File: src/design/addrgen_params.svh
/* Bus, page and queue constants of the vector address generator.
   Included by the package and by every module that needs a constant. */

`ifndef ADDRGEN_PARAMS_SVH
`define ADDRGEN_PARAMS_SVH

// Address and vector length widths
`define ADDR_W 32
`define VLEN_W 16

// 64-bit data bus
`define BUS_BYTES    8
`define BUS_SIZE_LOG 3

// AXI burst and page limits
`define MAX_BURST 256
`define PAGE_BITS 12

// Load/store command queue
`define CMD_DEPTH 4

`endif

File: src/design/addrgen_pkg.sv
/* Shared types of the vector address generator.
   Modules pick them up with a wildcard import in the module header. */

`include "addrgen_params.svh"

package addrgen_pkg;

  typedef logic        [`ADDR_W-1:0] addr_t;
  typedef logic        [`VLEN_W-1:0] vlen_t;
  typedef logic signed [`ADDR_W-1:0] stride_t;
  typedef logic        [7:0]         ax_len_t;
  typedef logic        [2:0]         ax_size_t;

  typedef enum logic [1:0] {EW8, EW16, EW32, EW64} vew_e;

  // Unit load, unit store, strided load, strided store
  typedef enum logic [1:0] {OP_VLE, OP_VSE, OP_VLSE, OP_VSSE} mem_op_e;

  typedef struct packed {
    mem_op_e op;
    addr_t   addr;
    vlen_t   vl;
    vew_e    vew;
    stride_t stride;
  } vec_req_t;

  // Len counts remaining elements while the request is walked
  typedef struct packed {
    addr_t   addr;
    vlen_t   len;
    stride_t stride;
    vew_e    vew;
    logic    is_load;
    logic    is_burst;
  } walk_req_t;

  typedef struct packed {
    addr_t    addr;
    ax_len_t  len;
    ax_size_t size;
  } ax_req_t;

  typedef struct packed {
    addr_t    addr;
    ax_len_t  len;
    ax_size_t size;
    logic     is_load;
  } ls_cmd_t;

  typedef enum logic [1:0] {IDLE, CHECK, BUSY} decode_state_e;
  typedef enum logic [1:0] {W_IDLE, W_PLAN, W_REQ} walk_state_e;

endpackage

File: src/design/addrgen_burst_exec.sv
/* Walks a decoded vector request and offers one AXI address request at a
   time. Unit-stride requests become INCR bursts, strided ones single beats. */

`include "addrgen_params.svh"

module addrgen_burst_exec
  import addrgen_pkg::*;
(
  input  logic      clk_i,
  input  logic      rst_ni,
  input  walk_req_t walk_req_i,
  input  logic      walk_start_i,
  input  logic      ax_fire_i,
  output ax_req_t   ax_req_o,
  output logic      ax_is_load_o,
  output logic      ax_valid_o,
  output logic      walk_done_o
);

  // Last byte of the next burst, limited by length, burst size and page
  function automatic addr_t plan_end(addr_t addr, vlen_t rem, vew_e vew);
    addr_t start;
    addr_t last;
    addr_t cap;
    addr_t end_a;
    start = addr & ~addr_t'(`BUS_BYTES - 1);
    last  = addr + (addr_t'(rem) << vew) - addr_t'(1);
    end_a = last | addr_t'(`BUS_BYTES - 1);
    cap   = start + addr_t'(`MAX_BURST * `BUS_BYTES) - addr_t'(1);
    if (cap < end_a) begin
      end_a = cap;
    end
    if ((end_a >> `PAGE_BITS) != (start >> `PAGE_BITS)) begin
      end_a = start | addr_t'((1 << `PAGE_BITS) - 1);
    end
    return end_a;
  endfunction

  walk_state_e state_q, state_d;
  walk_req_t   walk_q, walk_d;
  addr_t       end_q, end_d;
  addr_t       aligned_start;
  addr_t       beat_span;
  addr_t       consumed;

  ////////////////////////////////////////
  // Request offered on the channel
  ////////////////////////////////////////

  assign aligned_start = walk_q.addr & ~addr_t'(`BUS_BYTES - 1);
  assign beat_span     = (end_q - aligned_start) >> `BUS_SIZE_LOG;
  // Elements covered from the current address up to the burst end
  assign consumed      = (end_q - walk_q.addr + addr_t'(1)) >> walk_q.vew;

  always_comb begin
    if (walk_q.is_burst) begin
      ax_req_o = '{
        addr: walk_q.addr,
        len:  ax_len_t'(beat_span),
        size: ax_size_t'(`BUS_SIZE_LOG)
      };
    end else begin
      ax_req_o = '{
        addr: walk_q.addr,
        len:  '0,
        size: ax_size_t'(walk_q.vew)
      };
    end
  end

  assign ax_valid_o   = (state_q == W_REQ);
  assign ax_is_load_o = walk_q.is_load;

  ////////////////////////////////////////
  // Walk FSM
  ////////////////////////////////////////

  always_comb begin
    state_d     = state_q;
    walk_d      = walk_q;
    end_d       = end_q;
    walk_done_o = 1'b0;
    case (state_q)
      W_IDLE: begin
        if (walk_start_i) begin
          walk_d  = walk_req_i;
          state_d = W_PLAN;
        end
      end
      W_PLAN: begin
        end_d   = plan_end(walk_q.addr, walk_q.len, walk_q.vew);
        state_d = W_REQ;
      end
      W_REQ: begin
        if (ax_fire_i) begin
          if (walk_q.is_burst) begin
            // Last burst may run past the vector end
            if (addr_t'(walk_q.len) <= consumed) begin
              walk_d.len = '0;
            end else begin
              walk_d.len = walk_q.len - vlen_t'(consumed);
            end
            walk_d.addr = end_q + addr_t'(1);
            end_d       = plan_end(walk_d.addr, walk_d.len, walk_q.vew);
          end else begin
            walk_d.len  = walk_q.len - vlen_t'(1);
            walk_d.addr = walk_q.addr + addr_t'(walk_q.stride);
          end
          if (walk_d.len == '0) begin
            walk_done_o = 1'b1;
            state_d     = W_IDLE;
          end
        end
      end
      default: state_d = W_IDLE;
    endcase
  end

  always_ff @(posedge clk_i or negedge rst_ni) begin
    if (!rst_ni) begin
      state_q <= W_IDLE;
    end else begin
      state_q <= state_d;
    end
  end

  always_ff @(posedge clk_i) begin
    walk_q <= walk_d;
    end_q  <= end_d;
  end

  // Offered request holds until it transfers
  a_hold_req: assert property (@(posedge clk_i) disable iff (!rst_ni)
    ax_valid_o && !ax_fire_i |=> ax_valid_o && $stable(ax_req_o));

endmodule

File: src/design/addrgen_decode.sv
/* Request front end. Accepts one vector request while idle, checks element
   alignment, hands good requests to the walker and acknowledges the end. */

module addrgen_decode
  import addrgen_pkg::*;
(
  input  logic      clk_i,
  input  logic      rst_ni,
  input  vec_req_t  vec_req_i,
  input  logic      req_valid_i,
  input  logic      walk_done_i,
  output walk_req_t walk_req_o,
  output logic      walk_start_o,
  output logic      ack_o,
  output logic      error_o
);

  decode_state_e state_q, state_d;
  vec_req_t      req_q;
  addr_t         elem_mask;
  logic          misaligned;
  logic          ack_d, error_d;

  // Low address bits that must be zero for the element width
  assign elem_mask  = (addr_t'(1) << req_q.vew) - addr_t'(1);
  assign misaligned = |(req_q.addr & elem_mask);

  assign walk_req_o = '{
    addr:     req_q.addr,
    len:      req_q.vl,
    stride:   req_q.stride,
    vew:      req_q.vew,
    is_load:  (req_q.op == OP_VLE) || (req_q.op == OP_VLSE),
    is_burst: (req_q.op == OP_VLE) || (req_q.op == OP_VSE)
  };

  always_comb begin
    state_d      = state_q;
    ack_d        = 1'b0;
    error_d      = 1'b0;
    walk_start_o = 1'b0;
    case (state_q)
      IDLE: begin
        if (req_valid_i) begin
          state_d = CHECK;
        end
      end
      CHECK: begin
        if (misaligned) begin
          ack_d   = 1'b1;
          error_d = 1'b1;
          state_d = IDLE;
        end else if (req_q.vl == '0) begin
          // Nothing to move, just acknowledge
          ack_d   = 1'b1;
          state_d = IDLE;
        end else begin
          walk_start_o = 1'b1;
          state_d      = BUSY;
        end
      end
      BUSY: begin
        if (walk_done_i) begin
          ack_d   = 1'b1;
          state_d = IDLE;
        end
      end
      default: state_d = IDLE;
    endcase
  end

  always_ff @(posedge clk_i or negedge rst_ni) begin
    if (!rst_ni) begin
      state_q <= IDLE;
      ack_o   <= 1'b0;
      error_o <= 1'b0;
    end else begin
      state_q <= state_d;
      ack_o   <= ack_d;
      error_o <= error_d;
    end
  end

  always_ff @(posedge clk_i) begin
    if (state_q == IDLE && req_valid_i) begin
      req_q <= vec_req_i;
    end
  end

  // An error is always an ack, and only ever right after a check
  a_error_ack: assert property (@(posedge clk_i) disable iff (!rst_ni)
    error_o |-> ack_o && $past(state_q == CHECK));

endmodule

File: src/design/addrgen_issue.sv
/* Drives the offered address request on AR or AW and mirrors every transfer
   into the load/store command queue. Keeps the two channels in order. */

`include "addrgen_params.svh"

module addrgen_issue
  import addrgen_pkg::*;
(
  input  logic    clk_i,
  input  logic    rst_ni,
  input  ax_req_t ax_req_i,
  input  logic    ax_is_load_i,
  input  logic    ax_valid_i,
  input  logic    ar_ready_i,
  input  logic    aw_ready_i,
  input  logic    ls_cmd_pop_i,
  output logic    ax_fire_o,
  output ax_req_t ar_o,
  output ax_req_t aw_o,
  output logic    ar_valid_o,
  output logic    aw_valid_o,
  output ls_cmd_t ls_cmd_o,
  output logic    ls_cmd_valid_o
);

  localparam int PTR_W = $clog2(`CMD_DEPTH);
  localparam int CNT_W = PTR_W + 1;

  ls_cmd_t            queue_mem [`CMD_DEPTH];
  logic   [PTR_W-1:0] wr_ptr_q, rd_ptr_q;
  logic   [CNT_W-1:0] count_q;
  logic               full, empty;
  logic               dir_ok, offer, ch_ready;
  logic               push, pop;

  assign full  = (count_q == CNT_W'(`CMD_DEPTH));
  assign empty = (count_q == '0);

  ////////////////////////////////////////
  // Channel steering
  ////////////////////////////////////////

  // Queue holds one direction only, so the head decides
  assign dir_ok   = empty || (ls_cmd_o.is_load == ax_is_load_i);
  assign offer    = ax_valid_i && dir_ok && !full;
  assign ch_ready = ax_is_load_i ? ar_ready_i : aw_ready_i;

  assign ar_o       = ax_req_i;
  assign aw_o       = ax_req_i;
  assign ar_valid_o = offer && ax_is_load_i;
  assign aw_valid_o = offer && !ax_is_load_i;
  assign ax_fire_o  = offer && ch_ready;

  ////////////////////////////////////////
  // Command queue
  ////////////////////////////////////////

  assign push           = ax_fire_o;
  assign pop            = ls_cmd_pop_i && !empty;
  assign ls_cmd_o       = queue_mem[rd_ptr_q];
  assign ls_cmd_valid_o = !empty;

  always_ff @(posedge clk_i) begin
    if (push) begin
      queue_mem[wr_ptr_q] <= '{
        addr:    ax_req_i.addr,
        len:     ax_req_i.len,
        size:    ax_req_i.size,
        is_load: ax_is_load_i
      };
    end
  end

  always_ff @(posedge clk_i or negedge rst_ni) begin
    if (!rst_ni) begin
      wr_ptr_q <= '0;
      rd_ptr_q <= '0;
      count_q  <= '0;
    end else begin
      if (push) begin
        wr_ptr_q <= wr_ptr_q + PTR_W'(1);
      end
      if (pop) begin
        rd_ptr_q <= rd_ptr_q + PTR_W'(1);
      end
      count_q <= count_q + CNT_W'(push) - CNT_W'(pop);
    end
  end

  a_no_push_full: assert property (@(posedge clk_i) disable iff (!rst_ni)
    push |-> !full);

  // AXI rule: valid stays up until ready, across queue pops
  a_ar_hold: assert property (@(posedge clk_i) disable iff (!rst_ni)
    ar_valid_o && !ar_ready_i |=> ar_valid_o);
  a_aw_hold: assert property (@(posedge clk_i) disable iff (!rst_ni)
    aw_valid_o && !aw_ready_i |=> aw_valid_o);

endmodule

File: src/design/addrgen_top.sv
/* Vector memory address generator. Takes one load or store request at a
   time and issues AXI AR/AW requests plus load/store unit commands. */

module addrgen_top
  import addrgen_pkg::*;
(
  input  logic     clk_i,
  input  logic     rst_ni,
  input  vec_req_t vec_req_i,
  input  logic     req_valid_i,
  output logic     ack_o,
  output logic     error_o,
  output ax_req_t  ar_o,
  output logic     ar_valid_o,
  input  logic     ar_ready_i,
  output ax_req_t  aw_o,
  output logic     aw_valid_o,
  input  logic     aw_ready_i,
  output ls_cmd_t  ls_cmd_o,
  output logic     ls_cmd_valid_o,
  input  logic     ls_cmd_pop_i
);

  walk_req_t walk_req;
  logic      walk_start;
  logic      walk_done;
  ax_req_t   ax_req;
  logic      ax_is_load;
  logic      ax_valid;
  logic      ax_fire;

  addrgen_decode u_decode (
    .clk_i        (clk_i),
    .rst_ni       (rst_ni),
    .vec_req_i    (vec_req_i),
    .req_valid_i  (req_valid_i),
    .walk_done_i  (walk_done),
    .walk_req_o   (walk_req),
    .walk_start_o (walk_start),
    .ack_o        (ack_o),
    .error_o      (error_o)
  );

  addrgen_burst_exec u_exec (
    .clk_i        (clk_i),
    .rst_ni       (rst_ni),
    .walk_req_i   (walk_req),
    .walk_start_i (walk_start),
    .ax_fire_i    (ax_fire),
    .ax_req_o     (ax_req),
    .ax_is_load_o (ax_is_load),
    .ax_valid_o   (ax_valid),
    .walk_done_o  (walk_done)
  );

  addrgen_issue u_issue (
    .clk_i          (clk_i),
    .rst_ni         (rst_ni),
    .ax_req_i       (ax_req),
    .ax_is_load_i   (ax_is_load),
    .ax_valid_i     (ax_valid),
    .ar_ready_i     (ar_ready_i),
    .aw_ready_i     (aw_ready_i),
    .ls_cmd_pop_i   (ls_cmd_pop_i),
    .ax_fire_o      (ax_fire),
    .ar_o           (ar_o),
    .aw_o           (aw_o),
    .ar_valid_o     (ar_valid_o),
    .aw_valid_o     (aw_valid_o),
    .ls_cmd_o       (ls_cmd_o),
    .ls_cmd_valid_o (ls_cmd_valid_o)
  );

endmodule

File: config.mk
export PLATFORM = sky130hd
export DESIGN_NAME = addrgen_top
export DESIGN_NICKNAME = d
export VERILOG_FILES = /design/src/design/addrgen_pkg.sv /design/src/design/addrgen_burst_exec.sv /design/src/design/addrgen_decode.sv /design/src/design/addrgen_issue.sv /design/src/design/addrgen_top.sv
export VERILOG_INCLUDE_DIRS = /design/src /design/src/design
export SDC_FILE = /design/constraint.sdc
export NUM_CORES = 1
export LEC_CHECK = 0
export BUFFER_PORTS_ARGS = -buffer_cell sky130_fd_sc_hd__buf_2
export CAP_MARGIN = 30
export CORE_UTILIZATION = 40
export CTS_BUF_LIST = sky130_fd_sc_hd__clkbuf_8
export DETAILED_ROUTE_END_ITERATION = 10
export SLEW_MARGIN = 10
export SYNTH_ARGS = -nofsm -noshare
export SYNTH_HDL_FRONTEND = slang
export SYNTH_HIERARCHICAL = 1
export SYNTH_SLANG_ARGS = --single-unit
File: constraint.sdc
create_clock -name clk_i -period 12.8 [get_ports clk_i]
set_clock_uncertainty 0.1 [all_clocks]
set_input_delay 0.64 -clock clk_i [delete_from_list [all_inputs] [get_ports clk_i]]
set_output_delay 0.64 -clock clk_i [all_outputs]
set_load 0.1 [all_outputs]
==> Flow_metrics.wiki, run 1 <==
{| class="wikitable"
! Metric !! Value
|-
| Fraction of the mapped netlist area in compound gates || 0.1351
|-
| Detail-routed net length per standard cell || 20.53 µm
|-
| Global-route wire length before repair || 128,100 µm
|-
| Gate Count Post-Synth || 2,968
|-
| Sum of net half-perimeters after detailed placement || 66,400 µm
|-
| Number of warnings issued by yosys || 6
|-
| Standard cell with the maximum stage delay on the critical path || sky130_fd_sc_hd__edfxtp_1
|-
| Buffers on Ports || 222
|-
| Antenna violations before repair || 1
|-
| Final clock period utilization by the worst path || 0.9343
|-
| Slew headroom || 0.3331
|-
| Terminus of the critical flop-to-flop path || u_exec/end_q[7]
|-
| Synthesized-area fraction occupied by adder cells || 0.1257
|-
| Longest individual stage delay on the worst path || 550 ps
|-
| Clock tree from TritonCTS || done
|-
| Critical path capture point type || flip-flop
|-
| R2R setup slack || 840 ps
|-
| Switching power || 4.889 mW
|-
| Largest family of logic cells by synthesized area || compound AO/OA/AOI/OAI gates
|-
| Cell area after synthesis || 30,090 µm²
|-
| Total Wirelength || 84,530 µm
|-
| Class of the tightest hold or removal check || primary input to flip-flop
|-
| Clock latency reported for the late side of the worst-skew pair || 700 ps
|-
| Setup repair after global routing missed its margin || false
|-
| Sequential share of power || 0.209
|-
| Vias/cell || 5.471
|-
| Sequential area share after synthesis || 0.3830
|-
| Maximum fanout along the worst path || 19
|-
| Cell area power density || 277.1 nW/µm²
|-
| Clock buffers created by TritonCTS || 74
|-
| Final-report setup violation count || 0
|-
| Synth top area cells || sky130_fd_sc_hd__edfxtp_1, sky130_fd_sc_hd__ha_1, sky130_fd_sc_hd__xnor2_1, sky130_fd_sc_hd__buf_4, sky130_fd_sc_hd__mux4_2
|-
| Internal cell power || 4.264 mW
|-
| # nets final || 3,474
|-
| Transition at the pin with the smallest max-transition slack || 994.9 ps
|-
| Most frequent cell on the critical path || sky130_fd_sc_hd__ha_1
|-
| Mapped Nets || 3,356
|-
| Overflow left after global routing || 0
|-
| Cell type with the highest aggregate area in the netlist || sky130_fd_sc_hd__edfxtp_1
|-
| Number of remaining DRC errors || 0
|-
| Global placer's final weighted congestion || 0.9763
|-
| Drt initial violations || 1,824
|-
| Beginning of the worst hold path || vec_req_i[44]
|-
| Count of antenna-violating nets left after detailed routing || 0
|-
| Combinational cell fraction of total power || 0.661
|-
| P&R area growth vs syn || 9.771%
|-
| Number of distinct library cell variants in the gate-level netlist after synthesis || 106
|-
| Initial cell density of the core || 0.4042
|-
| Maximum ir drop on the vdd rail || 0.1867 mV
|-
| First drt pass iteration count || 5
|-
| Die Outline Area || 76,330 µm²
|-
| Critical path data required time || 13,060 ps
|-
| Beginning of the worst register-to-register path || u_exec/end_q[8]
|-
| Worst hold stages || 1
|-
| Largest buffer count on any clock path || 3
|-
| Hold Violations, Final || 0
|-
| Proportion of register bits with asynchronous set or reset after synthesis || 0.03368
|-
| Setup tns final || 0 ps
|-
| Xor and xnor area share after synthesis || 0.07447
|-
| Hold EP || u_decode/walk_req_o[46]
|-
| Number of levels in the clock H-tree || 3
|-
| Die height || 276.3 µm
|-
| Via count of the routed design || 22,530
|-
| Synthesis-stage register bit count || 386
|-
| EDFF count, synth || 373
|-
| Critical path start-end classification || flip-flop to flip-flop
|-
| Root cell of the clock tree || sky130_fd_sc_hd__clkbuf_8
|-
| Share of Yosys cell area claimed by the top area cell type || 0.3722
|-
| Post-CTS clock slew at the launch and capture registers of the worst setup and hold paths || 60 ps
|-
| Buffers & Inverters on Critical Path || 5
|-
| I/O pin count || 225
|-
| Most used DFF post-synth || sky130_fd_sc_hd__edfxtp_1
|-
| Fmax achieved || 83.62 MHz
|-
| Result of the run || finished clean
|-
| Total track usage || 0.2176
|-
| Count of clock tree sinks || 386
|-
| Dominant delay contributor by cell family on the critical path || compound AO/OA/AOI/OAI gates
|-
| Mapped Avg Cell Area || 10.14 µm²
|-
| Standby leakage power || 13.29 nW
|-
| Design Power || 9.152 mW
|-
| Width of the die || 276.3 µm
|-
| Post-layout minimum cycle time || 11,960 ps
|-
| Crit path launch type || flip-flop
|-
| Critical Path AT || 12,220 ps
|-
| Simple logic cell fraction of the synthesized area || 0.1339
|-
| Cells on worst reg2reg path || 53
|-
| Proportion of synthesized area in mux cells || 0.05655
|-
| Vias in the first global route || 21,910
|-
| Net Sw Frac || 0.5341
|-
| Row count || 100
|-
| Clk network pwr share || 0.130
|-
| Reported max-cap violation count || 0
|-
| Fraction of final layout cells sized beyond drive strength 1 || 0.1725
|-
| Largest net degree at the start of global routing || 75
|-
| Max-slew violation count || 0
|-
| Core area || 74,450 µm²
|}
-- cells by family (layout without fill, tap and decap cells) --
group | Yosys count | in the layout
AND/OR/NAND/NOR | 796 | 796
flip-flops | 386 | 386
AO/OA/AOI/OAI | 619 | 619
adder cells (fa/ha/maj) | 298 | 298
other | 1 | 2
multiplexers | 99 | 99
buffers and inverters | 519 | 698
XOR/XNOR | 250 | 250
-- layout make-up --
class                   count  area (µm²)
repair buffers            344        2172
well taps                 969        1212
flip-flops and latches    386       11530
diodes                      1       2.502
clock buffers              77        1060
multi-input cells        2063       15880
inverters                 217       814.5
fillers                  7242       41410
clock inverters            60       356.6
-- sequential cells by signal, summed over array words and instances (netlist names) --
| register | count |
|---|---|
| u_issue/rd_ptr_q | 2 |
| u_decode/req_q | 2 |
| u_decode/ack_o | 1 |
| u_issue/queue_mem | 176 |
| u_exec/ax_is_load_o | 1 |
| u_decode/walk_req_o | 82 |
| u_exec/end_q | 29 |
| u_decode/error_o | 1 |
| u_exec/aligned_start | 29 |
| u_issue/count_q | 3 |
| u_exec/walk_q | 54 |
| u_issue/wr_ptr_q | 2 |
| u_exec/state_q | 2 |
| u_decode/state_q | 2 |
-- what timing repair did --
| item | in CTS | in global routing |
|---|---|---|
| hold endpoints to repair | 62 | 0 |
| endpoints found under the setup margin | 0 | 10 |
| setup buffers | 0 | 3 |
| gates resized for setup | 0 | 2 |
| hold buffers | 50 | 0 |
-- layer usage --
metal  vias up  track usage  part of all wire
li1      10860            -                 -
met1     10830       0.3028              0.46
met2       699       0.3474              0.45
met3       134      0.03431             0.062
met4         0      0.06647             0.026
met5         -            0                 0
-- worst max path at each step --
stage / start / to / cells after the start
final: u_exec/end_q[8] / u_exec/end_q[7] / 53
after floorplan: u_exec/aligned_start[8] / u_exec/end_q[11] / 56
after global routing: u_exec/end_q[3] / u_exec/end_q[7] / 55
after CTS: u_exec/aligned_start[6] / u_exec/end_q[7] / 52
after detailed placement: u_exec/end_q[8] / u_exec/end_q[7] / 53
after global placement: u_exec/aligned_start[6] / u_exec/end_q[11] / 52
-- placed cells by master (no fill, tap or decap), types with 31 or more instances in the layout --
master                            n
sky130_fd_sc_hd__a21o_1          48
sky130_fd_sc_hd__a21oi_1        164
sky130_fd_sc_hd__and3_1          40
sky130_fd_sc_hd__buf_2          222
sky130_fd_sc_hd__buf_4           71
sky130_fd_sc_hd__clkbuf_8        77
sky130_fd_sc_hd__dlygate4sd3_1   50
sky130_fd_sc_hd__edfxtp_1       373
sky130_fd_sc_hd__ha_1           291
sky130_fd_sc_hd__inv_1          231
sky130_fd_sc_hd__mux4_2          55
sky130_fd_sc_hd__nand2_1        221
sky130_fd_sc_hd__nand2b_1        31
sky130_fd_sc_hd__nand3_1        104
sky130_fd_sc_hd__nand4_1         40
sky130_fd_sc_hd__nor2_1         150
sky130_fd_sc_hd__nor2b_1         33
sky130_fd_sc_hd__nor3_1          42
sky130_fd_sc_hd__o21ai_0        171
sky130_fd_sc_hd__xnor2_1        175
sky130_fd_sc_hd__xor2_1          69
-- cell usage after synthesis (all sizes together), types with 9 or more instances --
cell type  instances
nor4              23
nor3              43
mux2              15
nand3            104
o2111ai           13
and2              24
ha               291
a31oi             20
mux2i             29
buf              225
nor2b             33
o21bai            20
or2               16
a32oi              9
and3              41
and4              12
edfxtp           373
dfrtp             13
xor2              70
a21oi            168
xnor2            179
nand2            221
nor2             150
nor3b             15
o21a              22
o2bb2ai            9
inv              214
nand2b            32
nand3b            11
nand4             40
o21ai            181
a211oi            18
a21o              49
o31ai             12
clkbuf            77
mux4              55
o211ai            23
or3               17
-- stage by stage --
stage,cell area (µm²),cells,util,worst slack [ps],hold slack [ps]
2_1_floorplan,30090,2968,-,1373,244.4
3_3_place_gp,31040,3924,0.4170,854.9,303.1
3_5_place_dp,31050,3925,0.4171,583.8,304.5
4_1_cts,32970,4112,0.4428,551.1,1.562
5_1_grt,33030,4116,0.4437,61.32,10.83
6_report,33030,4117,0.4437,840.6,43.09
-- power groups by stage --
| stage | registers [mW] | logic, mW | clock network (mW) |
|---|---|---|---|
| after floorplan | 1.87 | 4.74 | 0 |
| after global placement | 1.94 | 5.96 | 0 |
| after detailed placement | 1.94 | 5.97 | 0 |
| after CTS | 1.91 | 6.02 | 1.23 |
| after global routing | 1.94 | 6.54 | 1.28 |
| final | 1.91 | 6.05 | 1.19 |
Note: power is estimated with default switching activity, not from simulation.
==> inputs of run 2 (changes only) <==
--- a/config.mk
+++ b/config.mk
@@ -14,5 +14,4 @@
 export SLEW_MARGIN = 10
 export SYNTH_ARGS = -nofsm -noshare
 export SYNTH_HDL_FRONTEND = slang
-export SYNTH_HIERARCHICAL = 1
 export SYNTH_SLANG_ARGS = --single-unit
==> constraint.sdc (replaced) <==
create_clock -name clk_i -period 12.8 [get_ports clk_i]
set_clock_uncertainty 0.1 [all_clocks]
set_input_delay 0 -clock clk_i [delete_from_list [all_inputs] [get_ports clk_i]]
set_output_delay 0 -clock clk_i [all_outputs]
set_load 0.1 [all_outputs]
==> run 2 against run 1 <==
Net effect:
- area after synthesis down 3.2%
- cell count rose by 3.9%
- via count increased by 7.8%
- sequential cell count down 4
- fmax decreased by 2.1%
- design area up 5.2%
- setup slack got worse by 260 ps
- wire length rose by 11%
- global-route usage increased by 3.2 points
- critical path depth up 7
- utilization is 4.1 points higher
- first-iteration DRC count up 22%
- critical endpoint is now u_exec.end_q[4]
==> Flow_metrics.wiki, run 2 <==
{| class="wikitable"
! Metric !! Value
|-
| Fraction of final layout cells sized beyond drive strength 1 || 0.1808 (+0.008261)
|-
| Final design instance area without fill || 34,740 µm² (+5.2%)
|-
| Synth top area cells || sky130_fd_sc_hd__edfxtp_1, sky130_fd_sc_hd__ha_1, sky130_fd_sc_hd__xnor2_1, sky130_fd_sc_hd__mux4_2, sky130_fd_sc_hd__nand2_1
|-
| Cell type with the highest aggregate area in the netlist || sky130_fd_sc_hd__edfxtp_1
|-
| Most frequent cell on the critical path || sky130_fd_sc_hd__ha_1
|-
| Global placer's final weighted congestion || 0.9647 (-1.2%)
|-
| Clock tree from TritonCTS || done
|-
| Result of the run || finished clean
|-
| Fmax achieved || 81.83 MHz (-2.1%)
|-
| Maximum fanout along the worst path || 9 (-10)
|-
| Cell area after synthesis || 29,140 µm² (-3.2%)
|-
| Register Area || 11,410 µm² (-1.1%)
|-
| Share of the core filled with cells || 0.4844 (+0.04067)
|-
| GRT Max-Usage Layer || met2
|-
| Synthesis-stage register bit count || 382 (-1.0%)
|-
| Dominant delay contributor by cell family on the critical path || simple AND/OR/NAND/NOR gates
|-
| Critical path start-end classification || flip-flop to flip-flop
|-
| Worst setup slack after placement || 106.4 ps (-477.4 ps)
|-
| Buffers on Ports || 221 (-0.45%)
|-
| Total track usage || 0.2501 (+0.03243)
|-
| Share of Yosys cell area claimed by the top area cell type || 0.3803 (+0.008057)
|-
| Detail-routed net length per standard cell || 21.94 µm (+6.8%)
|-
| Synth cell count leaders || sky130_fd_sc_hd__edfxtp_1, sky130_fd_sc_hd__ha_1, sky130_fd_sc_hd__nand2_1
|-
| Overflow left after global routing || 0 (unchanged)
|-
| Global routing met1 resource utilization || 0.3449 (+0.04212)
|-
| Critical path capture point type || flip-flop
|-
| Root cell of the clock tree || sky130_fd_sc_hd__clkbuf_8
|-
| Gate Count Post-Synth || 2,864 (-3.5%)
|-
| Proportion of register bits with asynchronous set or reset after synthesis || 0.03403 (+0.0003527)
|-
| Critical path data required time || 13,070 ps (about the same)
|-
| Final clock period utilization by the worst path || 0.9547 (+0.02040)
|-
| Buffers & Inverters on Critical Path || 6 (+1)
|-
| Die Outline Area || 73,930 µm² (-3.1%)
|-
| Sequential area share after synthesis || 0.3914 (+0.008411)
|-
| Clock buffers created by TritonCTS || 70 (-5.4%)
|-
| Reg with most FFs || u_issue.queue_mem
|-
| Initial cell density of the core || 0.4062 (+0.002008)
|-
| Number of levels in the clock H-tree || 3 (unchanged)
|-
| Setup tns final || 0 ps (unchanged)
|-
| Number of warnings issued by yosys || 0 (-6)
|-
| Number of remaining DRC errors || 0 (unchanged)
|-
| Largest net degree at the start of global routing || 62 (-17%)
|-
| Area of placed instances || 31,350 µm² (+0.97%)
|-
| Transition at the pin with the smallest max-transition slack || 931.8 ps (-63.02 ps)
|-
| Clock latency reported for the late side of the worst-skew pair || 700 ps (about the same)
|-
| Via count of the routed design || 24,280 (+7.8%)
|-
| Most common cell in the netlist || sky130_fd_sc_hd__edfxtp_1
|-
| Global-route wire length before repair || 141,000 µm (+10%)
|-
| Max reg flops || 172 (-2.3%)
|-
| Largest buffer count on any clock path || 3 (unchanged)
|-
| First drt pass iteration count || 5 (unchanged)
|-
| Hold Violations, Final || 0 (unchanged)
|-
| Filler cell count || 6,679 (-7.8%)
|-
| Post-CTS clock slew at the launch and capture registers of the worst setup and hold paths || 60 ps (about the same)
|-
| Minimum setup slack in the final design || 579.5 ps (-261.1 ps)
|-
| Vias/cell || 5.677 (+3.8%)
|-
| Final-report setup violation count || 0 (unchanged)
|-
| Row count || 98 (-2.0%)
|-
| Longest individual stage delay on the worst path || 540 ps (about the same)
|-
| Drt initial violations || 2,218 (+22%)
|-
| Most used DFF post-synth || sky130_fd_sc_hd__edfxtp_1
|-
| Vias in the first global route || 23,770 (+8.5%)
|-
| Number of distinct library cell variants in the gate-level netlist after synthesis || 98 (-7.5%)
|-
| Total Wirelength || 93,800 µm (+11%)
|-
| Global Route met2 Usage || 0.3990 (+0.05158)
|-
| Standard cell with the maximum stage delay on the critical path || sky130_fd_sc_hd__or4_4
|-
| Most frequent standard cell in the layout excluding fill and tap cells || sky130_fd_sc_hd__edfxtp_1
|-
| Leading cell types in the layout, fill and taps excluded || sky130_fd_sc_hd__edfxtp_1, sky130_fd_sc_hd__ha_1, sky130_fd_sc_hd__nand2_1
|-
| Count of antenna-violating nets left after detailed routing || 0 (unchanged)
|-
| Width of the die || 271.9 µm (-1.6%)
|-
| Sum of net half-perimeters after detailed placement || 71,760 µm (+8.1%)
|-
| Max-slew violation count || 0 (unchanged)
|-
| Class of the tightest hold or removal check || primary input to flip-flop
|-
| Area of the multi-input gates || 16,210 µm² (+2.1%)
|-
| Mapped Avg Cell Area || 10.17 µm² (+0.35%)
|-
| Crit path launch type || flip-flop
|-
| EDFF count, synth || 369 (-1.1%)
|-
| I/O pin count || 225 (unchanged)
|-
| Count of clock tree sinks || 382 (-1.0%)
|-
| Slew headroom || 0.3767 (+0.04352)
|-
| Met3 capacity usage during global routing || 0.03403 (-0.0002781)
|-
| Reported max-cap violation count || 0 (unchanged)
|-
| Post-layout minimum cycle time || 12,220 ps (+261.1 ps)
|-
| Core area || 71,730 µm² (-3.6%)
|-
| P&R area growth vs syn || 19.24%
|-
| Die height || 271.9 µm (-1.6%)
|-
| Antenna violations before repair || 3 (+2)
|-
| # nets final || 3,659 (+5.3%)
|-
| Critical Path AT || 12,490 ps (+270 ps)
|}
run 2: routing by layer:
layer / wire length [µm] / up-vias
met4: 3248 / 0
met5: 0 / -
met2: 42840 / 962
li1: - / 11300
met3: 6393 / 175
met1: 41310 / 11840
run 2: per-stage QoR:
stage	std cells	hold WS, ps
after global routing	4275	149.3
after CTS	4265	115.0
final	4276	165.8
after floorplan	2866	-395.6
after global placement	3964	-143.5
after detailed placement	3966	-137.9
run 2: cells by family after synthesis:
kind of cell / share of synthesized area
other cells: 0.0001287
flops: 0.3914
compound gates: 0.1404
buf+inv: 0.05917
simple gates: 0.1385
xor+xnor: 0.07841
mux: 0.06192
fa+ha+maj: 0.1300
run 2: final cells by class:
cell class / instances / share of cell area
antenna: 2 / 0.0001440
clock buffer: 71 / 0.02812
clock inverter: 54 / 0.01214
inverter: 200 / 0.02161
multi-input combinational: 2103 / 0.4666
sequential: 382 / 0.3284
tap: 950 / 0.03421
timing repair buffer: 514 / 0.1088
run 2: worst min-delay path, delay by kind of cell:
| family | cells | cell delay [ps] |
|---|---|---|
| AND/OR/NAND/NOR | 1 | 190 |
| buffers and inverters | 2 | 620 |
| XOR/XNOR | 1 | 90 |
run 2: final timing paths:
check,start,end,slack [ps],cells after the start
worst max register to register,u_exec.end_q[3],u_exec.end_q[4],580,60
worst min register to register,u_decode.walk_req_o[25],u_exec.walk_q[25],310,0
min in group asynchronous,rst_ni,u_issue.wr_ptr_q[1],500,3
worst min-delay path,ls_cmd_pop_i,u_issue.rd_ptr_q[0],170,4
worst max-delay path,u_exec.end_q[3],u_exec.end_q[4],580,60
max in group asynchronous,rst_ni,u_issue.rd_ptr_q[0],11490,3
run 2: what timing repair did:
item                       in CTS  in global routing
setup endpoints to repair       0                  9
hold buffers                  174                  0
buffers inserted                0                  8
resized for setup               0                 38
hold endpoints to repair      128                  0
Power of run 2 is not shown: default switching activity piles up to over one toggle a cycle in this logic, so the estimate is an artifact.
==> inputs of run 3 (changes only) <==
--- a/config.mk
+++ b/config.mk
@@ -8,9 +8,10 @@
 export LEC_CHECK = 0
 export BUFFER_PORTS_ARGS = -buffer_cell sky130_fd_sc_hd__buf_2
 export CAP_MARGIN = 30
-export CORE_UTILIZATION = 40
+export CORE_UTILIZATION = 63
 export CTS_BUF_LIST = sky130_fd_sc_hd__clkbuf_8
 export DETAILED_ROUTE_END_ITERATION = 10
+export PLACE_DENSITY = 0.83
 export SLEW_MARGIN = 10
 export SYNTH_ARGS = -nofsm -noshare
 export SYNTH_HDL_FRONTEND = slang
==> run 3 against run 2 <==
Net effect:
- global-route usage rose by 13 points
- fmax barely moved
- sequential cell count did not move
- non-clock buffer count fell by 5
==> Flow_metrics.wiki, run 3 (synthesis gave the netlist of run 2 again) <==
{| class="wikitable"
! Metric !! Value
|-
| Reported max-cap violation count || 0 (unchanged)
|-
| Leading cell types in the layout, fill and taps excluded || sky130_fd_sc_hd__edfxtp_1, sky130_fd_sc_hd__ha_1, sky130_fd_sc_hd__nand2_1
|-
| Top sig layer || met5
|-
| First drt pass iteration count || 6 (+1)
|-
| Slew headroom || 0.1892 (-0.1875)
|-
| Standard cell with the maximum stage delay on the critical path || sky130_fd_sc_hd__or4_1
|-
| Clock latency reported for the late side of the worst-skew pair || 670 ps (-30 ps)
|-
| Root cell of the clock tree || sky130_fd_sc_hd__clkbuf_8
|-
| Core area || 45,480 µm² (-37%)
|-
| Beginning of the worst register-to-register path || u_exec.end_q[4]
|-
| Die height || 217.1 µm (-20%)
|-
| Critical path data required time || 13,060 ps (about the same)
|-
| Routed length on met3 || 10,140 µm (+59%)
|-
| Critical path capture point type || flip-flop
|-
| Clock tree from TritonCTS || done
|-
| Drt initial violations || 3,126 (+41%)
|-
| Minimum hold slack || 173.1 ps (+7.315 ps)
|-
| Total Wirelength || 91,790 µm (-2.1%)
|-
| I/O pin count || 225 (unchanged)
|-
| # nets final || 3,650 (-0.25%)
|-
| Cells on worst reg2reg path || 60 (unchanged)
|-
| Crit path launch type || flip-flop
|-
| Sum of net half-perimeters after detailed placement || 66,800 µm (-6.9%)
|-
| Final-report setup violation count || 0 (unchanged)
|-
| Max-slew violation count || 0 (unchanged)
|-
| Hold EP || u_issue.rd_ptr_q[0]
|-
| Largest net degree at the start of global routing || 81 (+31%)
|-
| Clock buffers created by TritonCTS || 66 (-5.7%)
|-
| Longest individual stage delay on the worst path || 520 ps (-20 ps)
|-
| Initial cell density of the core || 0.6407 (+0.2345)
|-
| R2R setup slack || 570 ps (about the same)
|-
| Wire length on met2 || 41,400 µm (-3.4%)
|-
| Die Outline Area || 47,120 µm² (-36%)
|-
| Buffers on Ports || 221 (unchanged)
|-
| Row count || 78 (-20%)
|-
| Beginning of the worst hold path || ls_cmd_pop_i
|-
| Final clock period utilization by the worst path || 0.9556 (about the same)
|-
| Post-layout minimum cycle time || 12,230 ps (+10.90 ps)
|-
| Number of levels in the clock H-tree || 3 (unchanged)
|-
| Post-CTS clock slew at the launch and capture registers of the worst setup and hold paths || 60 ps (about the same)
|-
| Fraction of final layout cells sized beyond drive strength 1 || 0.1851 (+0.004289)
|-
| P&R area growth vs syn || 17.67%
|-
| Via count of the routed design || 25,230 (+4.0%)
|-
| Routed metal-1 wire length || 36,310 µm (-12%)
|-
| Width of the die || 217.1 µm (-20%)
|-
| Critical path start-end classification || flip-flop to flip-flop
|-
| Vias/cell || 6.462 (+14%)
|-
| Vias in the first global route || 24,120 (+1.5%)
|-
| Class of the tightest hold or removal check || primary input to flip-flop
|-
| Result of the run || finished clean
|-
| Critical Path AT || 12,490 ps (about the same)
|-
| Total track usage || 0.3840 (+0.1339)
|-
| Count of antenna-violating nets left after detailed routing || 0 (unchanged)
|-
| Hold Violations, Final || 0 (unchanged)
|-
| Most frequent standard cell in the layout excluding fill and tap cells || sky130_fd_sc_hd__edfxtp_1
|-
| Max reg flops || 172 (unchanged)
|-
| Buffers & Inverters on Critical Path || 7 (+1)
|-
| Largest buffer count on any clock path || 3 (unchanged)
|-
| Fmax achieved || 81.76 MHz (about the same)
|-
| Setup tns final || 0 ps (unchanged)
|-
| Worst hold stages || 4 (unchanged)
|-
| Transition at the pin with the smallest max-transition slack || 1216 ps (+284.4 ps)
|-
| Global-route wire length before repair || 137,900 µm (-2.2%)
|-
| Detail-routed net length per standard cell || 23.51 µm (+7.2%)
|-
| Terminus of the critical flop-to-flop path || u_exec.end_q[6]
|-
| Dominant delay contributor by cell family on the critical path || simple AND/OR/NAND/NOR gates
|-
| Count of clock tree sinks || 382 (unchanged)
|-
| Global placer's final weighted congestion || 1.041 (+7.9%)
|-
| Overflow left after global routing || 0 (unchanged)
|-
| Antenna violations before repair || 2 (-1)
|-
| Reg with most FFs || u_issue.queue_mem
|-
| Maximum fanout along the worst path || 9 (unchanged)
|-
| Number of remaining DRC errors || 0 (unchanged)
|}
[run 3: cell types whose count changed in the layout (fill, tap and decap cells not counted), sizes merged]
cell / delta
diode: +2
clkbuf: -3
clkinv: -8
clkinvlp: +1
bufinv: -2
inv: -6
buf: -5
[run 3: layer usage]
| layer | vias to the layer above | GRT usage |
|---|---|---|
| li1 | 11270 | - |
| met3 | 285 | 0.08246 |
| met4 | 2 | 0.1650 |
| met1 | 12130 | 0.5183 |
| met2 | 1547 | 0.5986 |
| met5 | - | 0 |
[run 3: worst max path at each step]
| stage | start | depth (start not counted) | slack, ps | endpoint |
|---|---|---|---|---|
| global route | u_exec.end_q[4] | 60 | -110 | u_exec.end_q[5] |
| global placement | u_exec.aligned_start[11] | 58 | 440 | u_exec.end_q[3] |
| CTS | u_exec.aligned_start[12] | 58 | 60 | u_exec.end_q[6] |
| floorplan | u_exec.aligned_start[15] | 56 | 1180 | u_exec.end_q[10] |
| finish | u_exec.end_q[4] | 60 | 570 | u_exec.end_q[6] |
| detailed placement | u_exec.aligned_start[11] | 58 | 160 | u_exec.end_q[6] |
[run 3: final cells by class]
cell class                 count  area (µm²)
clock inverter                39       279.0
clock buffer                  68       935.9
inverter                     200       753.2
multi-input combinational   2103       16350
sequential                   382       11410
timing repair buffer         509        3799
antenna                        4       10.01
tap                          600       750.7
fill                        3098       11190
[run 3: repair_timing]
| action | CTS | global route |
|---|---|---|
| endpoints found under the hold margin | 128 | 0 |
| buffers inserted | 0 | 32 |
| hold buffers | 174 | 0 |
| setup endpoints to repair | 0 | 9 |
| resized for setup | 0 | 70 |
[run 3: tightest hold or removal path, delay by kind of cell]
family	cells	cell delay [ps]
AND/OR/NAND/NOR	1	170
XOR/XNOR	1	90
buffers and inverters	2	630
[run 3: per-stage QoR]
stage	setup slack, ps	std cells	instance area [µm²]	utilization
finish	568.6	3905	34290	0.7539
global route	-110.1	3902	34280	0.7538
CTS	63.54	3869	33730	0.7417
detailed placement	158.1	3588	30780	0.6767
global placement	444.0	3582	30660	0.6742
floorplan	1176	2866	29150	-
Power of run 3 is left out for the same reason.
